## src/logic/sift_pkg.sv

```systemverilog
`default_nettype none

package sift_pkg;

    // base image geometry, greyscale
    localparam int PIX_BITS    = 8;
    localparam int IMG_W       = 8;
    localparam int IMG_H       = 8;
    localparam int BASE_PIXELS = IMG_W * IMG_H;

    // first octave is half size in each axis
    localparam int HALF_W      = IMG_W / 2;
    localparam int HALF_PIXELS = HALF_W * (IMG_H / 2);

    localparam int BASE_ADDR_BITS = $clog2(BASE_PIXELS);  // 6
    localparam int HALF_ADDR_BITS = $clog2(HALF_PIXELS);  // 4

    localparam int CLKS_PER_BAUD = 50;  // 2 Mbaud off the 100 MHz clock

    typedef logic [PIX_BITS-1:0]              pixel_t;
    typedef logic [BASE_ADDR_BITS-1:0]        base_addr_t;
    typedef logic [HALF_ADDR_BITS-1:0]        half_addr_t;
    typedef logic [$clog2(CLKS_PER_BAUD)-1:0] baud_cnt_t;  // bit timer for both uarts

    // one received byte, valid is a single cycle strobe
    typedef struct packed {
        logic   valid;
        pixel_t data;
    } rx_byte_t;

    // write into the base image buffer
    typedef struct packed {
        logic       en;
        base_addr_t addr;
        pixel_t     data;
    } base_wr_t;

    // write into the half image buffer
    typedef struct packed {
        logic       en;
        half_addr_t addr;
        pixel_t     data;
    } half_wr_t;

endpackage

`default_nettype wire
```

## src/logic/sift_front_top.sv

```systemverilog
`timescale 1ns/1ps
`default_nettype none

module sift_front_top (
    input  wire logic clk_100mhz,
    input  wire logic sys_rst,
    input  wire logic uart_rxd_i,
    input  wire logic send_req_i,
    output logic      uart_txd_o,
    output logic      frame_loaded_o,
    output logic      pyramid_done_o,
    output logic      busy_o
);
    import sift_pkg::*;

    rx_byte_t   rx_byte;
    base_wr_t   base_wr;
    base_addr_t base_rd_addr;
    pixel_t     base_rd_data;
    half_wr_t   half_wr;
    half_addr_t half_rd_addr;
    pixel_t     half_rd_data;
    logic       tx_start;
    pixel_t     tx_data;
    logic       tx_ready;

    uart_rx u_uart_rx (
        .clk_100mhz (clk_100mhz),
        .sys_rst    (sys_rst),
        .rxd_i      (uart_rxd_i),
        .rx_byte_o  (rx_byte)
    );

    frame_loader u_frame_loader (
        .clk_100mhz   (clk_100mhz),
        .sys_rst      (sys_rst),
        .rx_byte_i    (rx_byte),
        .base_wr_o    (base_wr),
        .frame_done_o (frame_loaded_o)  // also kicks the downsampler
    );

    // full size image
    pixel_ram #(.DEPTH(BASE_PIXELS), .ADDR_BITS(BASE_ADDR_BITS)) u_base_ram (
        .clk_100mhz (clk_100mhz),
        .wr_en_i    (base_wr.en),
        .wr_addr_i  (base_wr.addr),
        .wr_data_i  (base_wr.data),
        .rd_addr_i  (base_rd_addr),
        .rd_data_o  (base_rd_data)
    );

    octave_downsampler u_downsampler (
        .clk_100mhz     (clk_100mhz),
        .sys_rst        (sys_rst),
        .frame_done_i   (frame_loaded_o),
        .base_rd_addr_o (base_rd_addr),
        .base_rd_data_i (base_rd_data),
        .half_wr_o      (half_wr),
        .pyr_done_o     (pyramid_done_o)
    );

    // second octave, 4x4
    pixel_ram #(.DEPTH(HALF_PIXELS), .ADDR_BITS(HALF_ADDR_BITS)) u_half_ram (
        .clk_100mhz (clk_100mhz),
        .wr_en_i    (half_wr.en),
        .wr_addr_i  (half_wr.addr),
        .wr_data_i  (half_wr.data),
        .rd_addr_i  (half_rd_addr),
        .rd_data_o  (half_rd_data)
    );

    image_sender u_image_sender (
        .clk_100mhz     (clk_100mhz),
        .sys_rst        (sys_rst),
        .send_req_i     (send_req_i),
        .half_rd_addr_o (half_rd_addr),
        .half_rd_data_i (half_rd_data),
        .tx_start_o     (tx_start),
        .tx_data_o      (tx_data),
        .tx_ready_i     (tx_ready),
        .busy_o         (busy_o)
    );

    uart_tx u_uart_tx (
        .clk_100mhz (clk_100mhz),
        .sys_rst    (sys_rst),
        .start_i    (tx_start),
        .data_i     (tx_data),
        .ready_o    (tx_ready),
        .txd_o      (uart_txd_o)
    );

endmodule

`default_nettype wire

```

## src/logic/image_sender.sv

```systemverilog
`timescale 1ns/1ps
`default_nettype none

module image_sender (
    input  wire logic              clk_100mhz,
    input  wire logic              sys_rst,
    input  wire logic              send_req_i,
    output sift_pkg::half_addr_t   half_rd_addr_o,
    input  wire sift_pkg::pixel_t  half_rd_data_i,
    output logic                   tx_start_o,
    output sift_pkg::pixel_t       tx_data_o,
    input  wire logic              tx_ready_i,
    output logic                   busy_o
);
    import sift_pkg::*;

    typedef enum logic [2:0] {
        IDLE,
        FETCH,
        WAIT_TX,
        NEXT,
        FINISH
    } snd_state_t;

    snd_state_t state;
    half_addr_t rd_addr;

    always_ff @(posedge clk_100mhz) begin
        if (sys_rst) begin
            state      <= IDLE;
            rd_addr    <= '0;
            tx_start_o <= 1'b0;
            busy_o     <= 1'b0;
        end else begin
            tx_start_o <= 1'b0;
            case (state)
                IDLE: begin
                    if (send_req_i) begin  // requests while busy fall through
                        rd_addr <= '0;
                        busy_o  <= 1'b1;
                        state   <= FETCH;
                    end
                end
                FETCH: state <= WAIT_TX;  // ram read in flight
                WAIT_TX: begin
                    if (tx_ready_i) begin
                        tx_start_o <= 1'b1;
                        state      <= NEXT;
                    end
                end
                NEXT: begin
                    // tx takes the start here, ready drops next cycle
                    if (rd_addr == half_addr_t'(HALF_PIXELS - 1)) begin
                        state <= FINISH;
                    end else begin
                        rd_addr <= rd_addr + 1'b1;
                        state   <= FETCH;
                    end
                end
                FINISH: begin
                    if (tx_ready_i) begin  // last byte fully on the line
                        busy_o <= 1'b0;
                        state  <= IDLE;
                    end
                end
                default: state <= IDLE;
            endcase
        end
    end

    // byte travels with the start strobe
    always_ff @(posedge clk_100mhz) begin
        if (state == WAIT_TX && tx_ready_i) tx_data_o <= half_rd_data_i;
    end

    assign half_rd_addr_o = rd_addr;

endmodule

`default_nettype wire

```

## src/logic/uart_tx.sv

```systemverilog
`timescale 1ns/1ps
`default_nettype none

module uart_tx (
    input  wire logic             clk_100mhz,
    input  wire logic             sys_rst,
    input  wire logic             start_i,
    input  wire sift_pkg::pixel_t data_i,
    output logic                  ready_o,
    output logic                  txd_o
);
    import sift_pkg::*;

    logic                busy;
    baud_cnt_t           baud_cnt;
    logic [3:0]          bit_cnt;    // bit periods finished
    logic [PIX_BITS:0]   shift_q;    // {stop, data} waiting behind the start bit

    always_ff @(posedge clk_100mhz) begin
        if (sys_rst) begin
            busy     <= 1'b0;
            txd_o    <= 1'b1;  // line idles high
            baud_cnt <= '0;
            bit_cnt  <= '0;
        end else if (!busy) begin
            if (start_i) begin
                busy     <= 1'b1;
                txd_o    <= 1'b0;  // start bit
                baud_cnt <= '0;
                bit_cnt  <= '0;
            end
        end else begin
            if (baud_cnt == baud_cnt_t'(CLKS_PER_BAUD - 1)) begin
                baud_cnt <= '0;
                if (bit_cnt == 4'd9) begin
                    busy <= 1'b0;  // end of stop bit, 10 periods total
                end else begin
                    txd_o   <= shift_q[0];
                    bit_cnt <= bit_cnt + 1'b1;
                end
            end else begin
                baud_cnt <= baud_cnt + 1'b1;
            end
        end
    end

    // data lsb first, stop bit last
    always_ff @(posedge clk_100mhz) begin
        if (!busy && start_i) begin
            shift_q <= {1'b1, data_i};
        end else if (busy && baud_cnt == baud_cnt_t'(CLKS_PER_BAUD - 1)) begin
            shift_q <= {1'b1, shift_q[PIX_BITS:1]};
        end
    end

    assign ready_o = !busy;

    // the sender has to wait for ready, a dropped byte would go unnoticed
    a_start_when_ready: assert property (@(posedge clk_100mhz) disable iff (sys_rst)
        start_i |-> ready_o);

endmodule

`default_nettype wire

```

## src/logic/octave_downsampler.sv

```systemverilog
`timescale 1ns/1ps
`default_nettype none

module octave_downsampler (
    input  wire logic              clk_100mhz,
    input  wire logic              sys_rst,
    input  wire logic              frame_done_i,
    output sift_pkg::base_addr_t   base_rd_addr_o,
    input  wire sift_pkg::pixel_t  base_rd_data_i,
    output sift_pkg::half_wr_t     half_wr_o,
    output logic                   pyr_done_o
);
    import sift_pkg::*;

    typedef enum logic [1:0] {
        IDLE,
        READ,
        DRAIN
    } ds_state_t;

    typedef logic [PIX_BITS+1:0] sum_t;  // room for four pixels

    ds_state_t  state;
    half_addr_t rd_blk;    // output pixel being read
    logic [1:0] rd_sub;    // {dy, dx} inside the 2x2 block
    logic       vld_q;     // read issued last cycle
    logic [1:0] sub_q;
    half_addr_t blk_q;
    sum_t       acc;
    sum_t       sum;
    logic       wr_en;
    half_addr_t wr_addr;
    pixel_t     wr_data;

    // block (hy, hx) covers base rows 2hy..2hy+1 and cols 2hx..2hx+1
    always_comb begin
        int row;
        int col;
        row = 2 * (int'(rd_blk) / HALF_W) + int'(rd_sub[1]);
        col = 2 * (int'(rd_blk) % HALF_W) + int'(rd_sub[0]);
        base_rd_addr_o = base_addr_t'(row * IMG_W + col);
    end

    always_ff @(posedge clk_100mhz) begin
        if (sys_rst) begin
            state      <= IDLE;
            rd_blk     <= '0;
            rd_sub     <= '0;
            pyr_done_o <= 1'b0;
        end else begin
            pyr_done_o <= 1'b0;
            case (state)
                IDLE: begin
                    rd_blk <= '0;
                    rd_sub <= '0;
                    if (frame_done_i) state <= READ;
                end
                READ: begin
                    // one read per cycle so the next block starts while the last one sums
                    rd_sub <= rd_sub + 1'b1;
                    if (rd_sub == 2'd3) rd_blk <= rd_blk + 1'b1;
                    if (rd_sub == 2'd3 && rd_blk == half_addr_t'(HALF_PIXELS - 1)) begin
                        state <= DRAIN;
                    end
                end
                DRAIN: begin
                    if (wr_en && wr_addr == half_addr_t'(HALF_PIXELS - 1)) begin
                        pyr_done_o <= 1'b1;  // cycle after the 16th write
                        state      <= IDLE;
                    end
                end
                default: state <= IDLE;
            endcase
        end
    end

    // accumulator runs one cycle behind the read addresses
    assign sum = acc + sum_t'(base_rd_data_i);

    always_ff @(posedge clk_100mhz) begin
        if (sys_rst) begin
            vld_q <= 1'b0;
            wr_en <= 1'b0;
        end else begin
            vld_q <= (state == READ);
            wr_en <= vld_q && (sub_q == 2'd3);  // fourth pixel in
        end
    end

    always_ff @(posedge clk_100mhz) begin
        sub_q <= rd_sub;
        blk_q <= rd_blk;
        if (vld_q) begin
            acc     <= (sub_q == 2'd0) ? sum_t'(base_rd_data_i) : sum;
            wr_addr <= blk_q;
            wr_data <= sum[PIX_BITS+1:2];  // divide by 4 and truncate
        end
    end

    assign half_wr_o = '{en: wr_en, addr: wr_addr, data: wr_data};

    // loader must not finish a new frame while the old one is still being read
    a_no_done_busy: assert property (@(posedge clk_100mhz) disable iff (sys_rst)
        frame_done_i |-> (state == IDLE));

endmodule

`default_nettype wire

```

## src/logic/pixel_ram.sv

```systemverilog
`timescale 1ns/1ps
`default_nettype none

module pixel_ram #(
    parameter int DEPTH     = sift_pkg::BASE_PIXELS,
    parameter int ADDR_BITS = sift_pkg::BASE_ADDR_BITS
) (
    input  wire logic                 clk_100mhz,
    input  wire logic                 wr_en_i,
    input  wire logic [ADDR_BITS-1:0] wr_addr_i,
    input  wire sift_pkg::pixel_t     wr_data_i,
    input  wire logic [ADDR_BITS-1:0] rd_addr_i,
    output sift_pkg::pixel_t          rd_data_o
);
    import sift_pkg::*;

    pixel_t mem [DEPTH];  // maps onto block ram

    // read-first, a same-address write shows up on the next read
    always_ff @(posedge clk_100mhz) begin
        if (wr_en_i) begin
            mem[wr_addr_i] <= wr_data_i;
        end
        rd_data_o <= mem[rd_addr_i];  // one cycle read latency
    end

endmodule

`default_nettype wire

```

## src/logic/frame_loader.sv

```systemverilog
`timescale 1ns/1ps
`default_nettype none

module frame_loader (
    input  wire logic          clk_100mhz,
    input  wire logic          sys_rst,
    input  wire sift_pkg::rx_byte_t rx_byte_i,
    output sift_pkg::base_wr_t base_wr_o,
    output logic               frame_done_o
);
    import sift_pkg::*;

    base_addr_t pix_cnt;   // next pixel slot in row-major order
    logic       wr_en;
    base_addr_t wr_addr;
    pixel_t     wr_data;

    always_ff @(posedge clk_100mhz) begin
        if (sys_rst) begin
            pix_cnt      <= '0;
            wr_en        <= 1'b0;
            frame_done_o <= 1'b0;
        end else begin
            wr_en        <= rx_byte_i.valid;
            frame_done_o <= 1'b0;
            if (rx_byte_i.valid) begin
                pix_cnt <= pix_cnt + 1'b1;  // wraps to 0 after pixel 63
                // flag goes out alongside the last write
                frame_done_o <= (pix_cnt == base_addr_t'(BASE_PIXELS - 1));
            end
        end
    end

    // payload only meaningful with wr_en
    always_ff @(posedge clk_100mhz) begin
        if (rx_byte_i.valid) begin
            wr_addr <= pix_cnt;
            wr_data <= rx_byte_i.data;
        end
    end

    assign base_wr_o = '{en: wr_en, addr: wr_addr, data: wr_data};

    // receiver strobe lasts one cycle so each byte takes one pixel slot
    a_rx_single_strobe: assert property (@(posedge clk_100mhz) disable iff (sys_rst)
        rx_byte_i.valid |=> !rx_byte_i.valid);

endmodule

`default_nettype wire

```

## src/logic/uart_rx.sv

```systemverilog
`timescale 1ns/1ps
`default_nettype none

module uart_rx (
    input  wire logic         clk_100mhz,
    input  wire logic         sys_rst,
    input  wire logic         rxd_i,
    output sift_pkg::rx_byte_t rx_byte_o
);
    import sift_pkg::*;

    typedef enum logic [1:0] {
        IDLE,
        START,
        DATA,
        STOP
    } rx_state_t;

    rx_state_t state;
    logic      rxd_meta;
    logic      rxd_sync;
    baud_cnt_t baud_cnt;
    logic [2:0] bit_cnt;
    pixel_t    shift_q;   // lsb arrives first
    logic      byte_vld;

    // line is asynchronous to us
    always_ff @(posedge clk_100mhz) begin
        if (sys_rst) begin
            rxd_meta <= 1'b1;
            rxd_sync <= 1'b1;
        end else begin
            rxd_meta <= rxd_i;
            rxd_sync <= rxd_meta;
        end
    end

    always_ff @(posedge clk_100mhz) begin
        if (sys_rst) begin
            state    <= IDLE;
            baud_cnt <= '0;
            bit_cnt  <= '0;
            byte_vld <= 1'b0;
        end else begin
            byte_vld <= 1'b0;  // strobe only
            case (state)
                IDLE: begin
                    baud_cnt <= '0;
                    if (!rxd_sync) state <= START;  // falling edge of start bit
                end
                START: begin
                    // half a bit in, check start bit is still low
                    if (baud_cnt == baud_cnt_t'(CLKS_PER_BAUD / 2 - 1)) begin
                        baud_cnt <= '0;
                        bit_cnt  <= '0;
                        state    <= rxd_sync ? IDLE : DATA;  // glitch, back off
                    end else begin
                        baud_cnt <= baud_cnt + 1'b1;
                    end
                end
                DATA: begin
                    if (baud_cnt == baud_cnt_t'(CLKS_PER_BAUD - 1)) begin
                        baud_cnt <= '0;
                        shift_q  <= {rxd_sync, shift_q[PIX_BITS-1:1]};  // mid-bit sample
                        bit_cnt  <= bit_cnt + 1'b1;
                        if (bit_cnt == 3'd7) state <= STOP;
                    end else begin
                        baud_cnt <= baud_cnt + 1'b1;
                    end
                end
                STOP: begin
                    if (baud_cnt == baud_cnt_t'(CLKS_PER_BAUD - 1)) begin
                        byte_vld <= rxd_sync;  // framing error drops the byte
                        state    <= IDLE;
                    end else begin
                        baud_cnt <= baud_cnt + 1'b1;
                    end
                end
                default: state <= IDLE;
            endcase
        end
    end

    assign rx_byte_o.valid = byte_vld;
    assign rx_byte_o.data  = shift_q;  // holds until the next frame shifts in

endmodule

`default_nettype wire

```

## config.mk

```make
export PLATFORM = sky130hd
export DESIGN_NAME = sift_front_top
export DESIGN_NICKNAME = d
export VERILOG_FILES = /design/src/logic/sift_pkg.sv /design/src/logic/sift_front_top.sv /design/src/logic/image_sender.sv /design/src/logic/uart_tx.sv /design/src/logic/octave_downsampler.sv /design/src/logic/pixel_ram.sv /design/src/logic/frame_loader.sv /design/src/logic/uart_rx.sv
export SDC_FILE = /design/constraint.sdc
export NUM_CORES = 1
export LEC_CHECK = 0
export BUFFER_PORTS_ARGS = -buffer_cell sky130_fd_sc_hd__buf_2
export CAP_MARGIN = 15
export CORE_UTILIZATION = 51
export DETAILED_ROUTE_END_ITERATION = 7
export PLACE_DENSITY = 0.64
export SLEW_MARGIN = 20
export SYNTH_ARGS = -nofsm -noshare
export SYNTH_HDL_FRONTEND = slang
export SYNTH_HIERARCHICAL = 1
export SYNTH_SLANG_ARGS = --single-unit
```

## constraint.sdc

```tcl
create_clock -name clk_100mhz -period 5.4 [get_ports clk_100mhz]
set_clock_uncertainty 0.15 [all_clocks]
set_input_delay 0.81 -clock clk_100mhz [delete_from_list [all_inputs] [get_ports clk_100mhz]]
set_output_delay 0.81 -clock clk_100mhz [all_outputs]
set_load 0.05 [all_outputs]
```

==> out/qor.txt, run 1 <==
cts hold-fix bufs -> 0
Routed WL per cell -> 25.4 um
Least-Margin Pin Slew -> 1130 ps
number of synthesized flops with an enable pin -> 700
drt first pass iters -> 8
Slew Viols, Final -> 0
Die X -> 247 um
crit-path max FO -> 49
R2R Setup Slk -> 2220 ps
Post-Route Setup TNS -> 0 ps
Design Area, Final -> 0.0341 sq mm
Placed Area -> 0.0313 sq mm
largest cells by area after synthesis -> edfxtp_1, mux4_2, dfxtp_1
run status -> finished with violations
min cycle time layout -> 3180 ps
Routability Congestion -> 0.782
core area -> 0.0591 sq mm
initial antenna violation count -> 0
Yosys top cell area share -> 68.8%
#FFs+latches synth -> 776
synth warn -> 6
worst path required time -> 5720 ps
FMAX -> 314 MHz
crit share post-route -> 58.9%
IO Port Bufs -> 7
CTS tree -> done
Die Y-Extent -> 247 um
GRT overflow -> 0
crit path to -> u_base_ram/rd_data_o[6]$_DFF_P_
DR DRC count -> 2
PD cells -> 359 mW/mm^2
Worst Reg2Reg Path Length in Cells -> 5
Num CTS Buffers -> 81
setup bufs post-CTS -> 0
FFs w/ async S/R, synth -> 0%
failing checks -> DRC
Mapped Area -> 0.0306 sq mm
crit path from -> u_downsampler/rd_sub[0]$_SDFFE_PP0P_
mean instance size in the synthesized netlist -> 18.9 sq um
Static Leak -> 10.5 nW
# nets final -> 1681
most common library cells after synthesis -> edfxtp_1, mux4_2, nor2_1
latest clock arrival within the worst-skew pair -> 620 ps
peak supply drop -> 0.000321 V
Starting Density -> 51.7%
Post-Synthesis Net Count -> 1643
max-cap check violation count -> 0
non-filler cells, final -> 2495
Area Growth Syn to Fin -> 11.5%
HPWL after DPL -> 38800 um
CTS sink cnt -> 776
maximum clock insertion buffer count -> 3
Detailed Route WL -> 63400 um
Die ar. -> 0.0609 sq mm
Syn Inst Count -> 1617
antenna-violating nets left -> 0
Top FF cell, synth -> edfxtp_1
first-pass GRT wire length -> 96200 um
largest net degree at the start of global routing -> 65
startpoint types -> flip-flop
# H-tree levels -> 3
top-count cell post-synth -> edfxtp_1
CTS clock-pin slew for the worst setup and hold paths -> 60 ps
reg2reg end -> u_base_ram/rd_data_o[6]$_DFF_P_
Yosys top cell by area -> edfxtp_1
library cells used by synthesis -> 84
vias in the first global route -> 15.3k
slew margin rel. -> 24.7%
# setup viols final -> 0
register area share after synthesis -> 73.7%
Hold WC Path Type -> input port to flip-flop
Worst Hold Margin -> 224 ps
io pins -> 8
placed cells -> 2345
via count -> 15.1k
share of cells above drive strength 1 -> 21.8%
vias per inst -> 6.05
fin util -> 57.7%
Hold Vio Cnt, Final -> 0
CTS root buf -> clkbuf_16
total track usage -> 21.5%
CP Capture Type -> flip-flop
Post-CTS Resized -> 0
Iter 0 DRT Violations -> 1479
Rows -> 89
unrepaired setup endpoints after global routing -> false
FF-to-FF Start -> u_downsampler/rd_sub[0]$_SDFFE_PP0P_
arrival time worst endpoint -> 3500 ps
diode count -> 0
Crit Path Class -> flip-flop to flip-flop
[kinds of logic (layout without fill, tap and decap cells)]
logic type / Yosys count / in the layout / synth area share (%)
AOI/OAI and AO/OA: 158 / 158 / 3.75
xor gates and xnor gates: 15 / 15 / 0.479
adders and majority gates: 22 / 22 / 0.925
buffers and inverters: 100 / 205 / 1.90
DFF: 776 / 776 / 73.7
muxes: 211 / 211 / 13.7
and+or+nand+nor: 335 / 335 / 5.55
[metal layers]
layer | vias to the layer above | global-route usage [%] | part of all wire [%] | wire length, um
met5 | - | 0 | 0 | 0
met4 | 0 | 7.59 | 2.5 | 1590
met3 | 108 | 3.44 | 6.0 | 3810
met2 | 468 | 34.5 | 49 | 31000
met1 | 7877 | 30.0 | 43 | 27000
li1 | 6649 | - | - | -
[cells in the final DEF, fill, tap and decap left out, types with 6 or more instances in the layout]
cell and count:
buf_2 7, a22oi_1 22, a21o_1 8, xnor2_1 8, nand4_1 9, o221ai_1 9, or3_1 6, clkbuf_1 9
inv_1 17, mux2_2 28, mux4_2 144, nor2b_1 24, ha_1 21, o22ai_1 8, nand2_1 52, mux4_1 14
nand3b_1 11, nand2b_1 14, clkbuf_8 7, a21oi_1 21, dfxtp_1 71, clkinv_1 10, o21ai_0 18, bufinv_16 9
mux2i_1 25, a31oi_1 7, a211oi_1 8, nor2_1 126, edfxtp_1 700, a221oi_1 7, nor3_1 14, clkbuf_16 85
clkinv_2 21, buf_4 30, nand3_1 36
[report_power, final]
part,switching (mW),leakage [nW],internal [mW]
Combinational,0.0451,2.23,0.0358
Clock,2.26,1.36,3.41
Sequential,0.0214,6.92,6.46
Total,2.33,10.5,9.91
[worst max-delay path, stage by stage (launching register included)]
cell and delay, ps:
dfxtp_4 970, mux4_2 600, mux2_2 280, o221a_2 260, nor3_1 510, o32ai_1 190
[metrics by stage]
stage,setup WS [ps],total power [mW]
finish,2220,12.2
global route,2030,12.6
CTS,2210,12.3
detailed placement,2220,6.69
global placement,2160,6.69
floorplan,3180,6.68
[area by class of cell]
class,instances,area (sq um)
well taps,773,967
clock buffers,101,2260
clock inverters,49,497
repair buffers,38,280
inverters,17,63.8
flip-flops and latches,776,22600
multi-input cells,741,7470
fillers,4281,25000
[worst min-delay path by stage]
| stage | startpoint | cells past startpoint | to |
|---|---|---|---|
| after global routing | uart_rxd_i | 2 | u_uart_rx/rxd_meta$_SDFF_PP1_ |
| after detailed placement | u_half_ram/rd_data_o[7]$_DFF_P_ | 0 | u_image_sender/tx_data_o[7]$_DFFE_PP_ |
| after CTS | uart_rxd_i | 2 | u_uart_rx/rxd_meta$_SDFF_PP1_ |
| final | uart_rxd_i | 2 | u_uart_rx/rxd_meta$_SDFF_PP1_ |
| after floorplan | u_downsampler/rd_sub[1]$_SDFFE_PP0P_ | 0 | u_downsampler/sub_q[1]$_DFF_P_ |
| after global placement | u_half_ram/rd_data_o[6]$_DFF_P_ | 0 | u_image_sender/tx_data_o[6]$_DFFE_PP_ |
[state kept, by name, indices dropped and copies added (netlist names), 4 cells and up, named ones only]
signal and flops:
u_downsampler/acc 10, u_downsampler/rd_blk 4, u_uart_rx/baud_cnt 6, u_uart_rx/shift_q 8, u_frame_loader/pix_cnt 6, u_uart_tx/baud_cnt 6
u_base_ram/rd_data_o 8, u_image_sender/tx_data_o 8, u_downsampler/wr_data 8, u_base_ram/mem 512, u_downsampler/blk_q 4, u_half_ram/rd_data_o 8
u_image_sender/half_rd_addr_o 4, u_half_ram/mem 128, u_uart_tx/bit_cnt 4, u_frame_loader/wr_data 8, u_frame_loader/wr_addr 6, u_uart_tx/shift_q 8
u_downsampler/wr_addr 4
Power figures use the tool's default switching activity.
==> run 2: changes to the inputs <==
Clock period 5.4 ns to 3.2 ns, I/O delays scaled along.
==> out/qor.txt, run 2 (synthesis gave the netlist of run 1 again) <==
# H-tree levels -> 3 (unchanged)
R2R Setup Slk -> 330 ps (-1890 ps)
Top cell by count, worst path -> buf_12
Die ar. -> 0.0609 sq mm (unchanged)
placed cells -> 2430 (+3.6%)
arrival time worst endpoint -> 3220 ps (-280 ps)
CTS sink cnt -> 776 (unchanged)
Routability Congestion -> 0.808 (+3.3%)
Die X -> 247 um (unchanged)
WP buf/inv -> 3 (+3)
initial antenna violation count -> 0 (unchanged)
crit share post-route -> 89.8% (+31 points)
HPWL after DPL -> 40500 um (+4.4%)
Starting Density -> 51.7% (unchanged)
core area -> 0.0591 sq mm (unchanged)
share of cells above drive strength 1 -> 24.8% (+2.9 points)
failing checks -> DRC
# setup viols final -> 0 (unchanged)
antenna-violating nets left -> 0 (unchanged)
Slew Viols, Final -> 0 (unchanged)
Hold Vio Cnt, Final -> 0 (unchanged)
reg2reg end -> u_base_ram/rd_data_o[3]$_DFF_P_
post-route setup slack -> 328 ps (-1890 ps)
io pins -> 8 (unchanged)
worst path required time -> 3550 ps (-2170 ps)
drt first pass iters -> 8 (unchanged)
peak supply drop -> 0.000469 V (+46%)
Reg area -> 0.0226 sq mm (unchanged)
startpoint types -> flip-flop
Die Y-Extent -> 247 um (unchanged)
CTS root buf -> clkbuf_16
top flop regs -> u_base_ram/mem: 512 flops, u_half_ram/mem: 128 flops, u_downsampler/acc: 10 flops
CTS tree -> done
GRT overflow -> 0 (unchanged)
Sw Ratio -> 19.8% (+0.82 points)
PD cells -> 574 mW/mm^2 (+60%)
CTS clock-pin slew for the worst setup and hold paths -> 60 ps (about the same)
Slowest Stage Delay on Critical Path -> 770 ps (-200 ps)
largest net degree at the start of global routing -> 65 (unchanged)
most frequent cells in the layout -> edfxtp_1, mux4_2, nor2_1
Worst Reg2Reg Path Length in Cells -> 6 (+1)
pre-CTS setup slack -> 398 ps (-1830 ps)
worst path cell trace -> buf_12 -> buf_12 -> mux4_2 -> a2111oi_0 -> buf_4 -> o41ai_1
# nets final -> 1765 (+5.0%)
vias in the first global route -> 15.6k (+1.9%)
clock power share -> 44.2% (-2.1 points)
unrepaired setup endpoints after global routing -> false
via count -> 15.3k (+1.6%)
IO Port Bufs -> 7 (unchanged)
crit-path max FO -> 21 (-57%)
Largest register FFs -> 512 (unchanged)
Post-Route Setup TNS -> 0 ps (unchanged)
setup bufs post-CTS -> 0 (unchanged)
Hold WC Path Type -> input port to flip-flop
first-pass GRT wire length -> 97700 um (+1.5%)
critical path depth in cells -> 6 (+1)
Area Growth Syn to Fin -> 13.1%
# fillers -> 4314 (+0.77%)
Crit Path Class -> flip-flop to flip-flop
diode count -> 0 (unchanged)
FMAX -> 348 MHz (+11%)
Post-CTS Resized -> 0 (unchanged)
max-cap check violation count -> 0 (unchanged)
CP delay by family, top -> compound AO/OA/AOI/OAI gates
Num CTS Buffers -> 79 (-2.5%)
vias per inst -> 5.96 (-1.5%)
Least-Margin Pin Slew -> 958 ps (-168 ps)
Crit-path slowest cell -> a2111oi_0
part of the power in combinational logic -> 0.7% (about the same)
DR DRC count -> 2 (unchanged)
FF-to-FF Start -> u_downsampler/rd_sub[0]$_SDFFE_PP0P_
Static Leak -> 10.8 nW (+3.2%)
Routed WL per cell -> 25.1 um (-1.3%)
leading cell type in the layout, fill and taps excluded -> edfxtp_1
most flop-heavy register -> u_base_ram/mem
Iter 0 DRT Violations -> 1152 (-22%)
min cycle time layout -> 2870 ps (-308 ps)
latest clock arrival within the worst-skew pair -> 630 ps (about the same)
fraction of power consumed by sequential logic -> 55.1% (+2.1 points)
Cell Int Power -> 15.9 mW (+61%)
crit path to -> u_base_ram/rd_data_o[3]$_DFF_P_
maximum clock insertion buffer count -> 3 (unchanged)
run status -> finished with violations
CP Capture Type -> flip-flop
Sw Pwr -> 3.94 mW (+69%)
total track usage -> 22.0% (+0.48 points)
Detailed Route WL -> 64600 um (+1.9%)
slew margin rel. -> 35.9% (+11 points)
non-filler cells, final -> 2574 (+3.2%)
area of the multi-input gates -> 0.00745 sq mm (-0.27%)
Rows -> 89 (unchanged)
crit path from -> u_downsampler/rd_sub[0]$_SDFFE_PP0P_
-- run 2: cell count changes in the layout (fill, tap and decap cells not counted), moves of 4 or more --
cell,change
bufinv_16,-6
nor3_2,-4
clkinv_1,+6
buf_4,+75
nor3_1,+4
buf_12,+10
clkbuf_8,-5
clkbuf_16,-4
-- run 2: area by class of cell --
cell class,instances,share of cell area [%]
Clock buffer,90,6.02
Clock inverter,53,1.14
Inverter,17,0.185
Multi-Input combinational cell,741,21.6
Sequential cell,776,65.3
Tap cell,773,2.80
Timing Repair Buffer,124,3.05
-- run 2: how the worst min path moves through the flow --
| stage | startpoint | end | slack (ps) | cells past startpoint |
|---|---|---|---|---|
| 2_1_floorplan | u_downsampler/rd_sub[1]$_SDFFE_PP0P_ | u_downsampler/sub_q[1]$_DFF_P_ | 210 | 0 |
| 3_3_place_gp | u_downsampler/blk_q[1]$_DFF_P_ | u_downsampler/wr_addr[1]$_DFFE_PP_ | 240 | 0 |
| 3_5_place_dp | u_downsampler/blk_q[2]$_DFF_P_ | u_downsampler/wr_addr[2]$_DFFE_PP_ | 240 | 0 |
| 4_1_cts | send_req_i | u_image_sender/busy_o$_SDFFE_PP0P_ | 150 | 4 |
| 5_1_grt | u_downsampler/blk_q[2]$_DFF_P_ | u_downsampler/wr_addr[2]$_DFFE_PP_ | 260 | 0 |
| 6_report | send_req_i | u_image_sender/busy_o$_SDFFE_PP0P_ | 200 | 4 |
-- run 2: timing repair --
action	4_1_cts	5_1_grt
hold endpoints to repair	1	0
hold buffers	1	0
setup endpoints to repair	0	0
-- run 2: power by group through the flow --
stage / Sequential, mW / Clock, mW / Combinational, mW
2_1_floorplan: 11.1 / 0 / 0.123
3_3_place_gp: 11.2 / 0 / 0.145
3_5_place_dp: 11.2 / 0 / 0.149
4_1_cts: 10.9 / 8.94 / 0.150
5_1_grt: 10.9 / 9.32 / 0.162
6_report: 10.9 / 8.77 / 0.148
-- run 2: metal layers --
metal  track usage (%)  vias to the layer above  part of all wire (%)
met4              7.41                        0                   2.6
met3              4.15                      112                   6.3
met5                 0                        -                     0
met1              29.4                     7935                    41
li1                  -                     6822                     -
met2              36.3                      472                    50
-- run 2: per-stage QoR --
| step | util, % | instance area, sq um | hold WS [ps] | power, mW |
|---|---|---|---|---|
| 2_1_floorplan | - | 30600 | 215 | 11.3 |
| 3_3_place_gp | 54.3 | 32100 | 238 | 11.3 |
| 5_1_grt | 58.5 | 34600 | 255 | 20.4 |
| 4_1_cts | 58.5 | 34600 | 148 | 20.0 |
| 3_5_place_dp | 54.3 | 32100 | 240 | 11.3 |
| 6_report | 58.5 | 34600 | 199 | 19.9 |
-- run 2: worst reg2reg max path, cell delays in order (launching register included) --
cell and delay (ps):
dfxtp_4 520, buf_12 240, buf_12 210, mux4_2 530, a2111oi_0 770, buf_4 250, o41ai_1 70
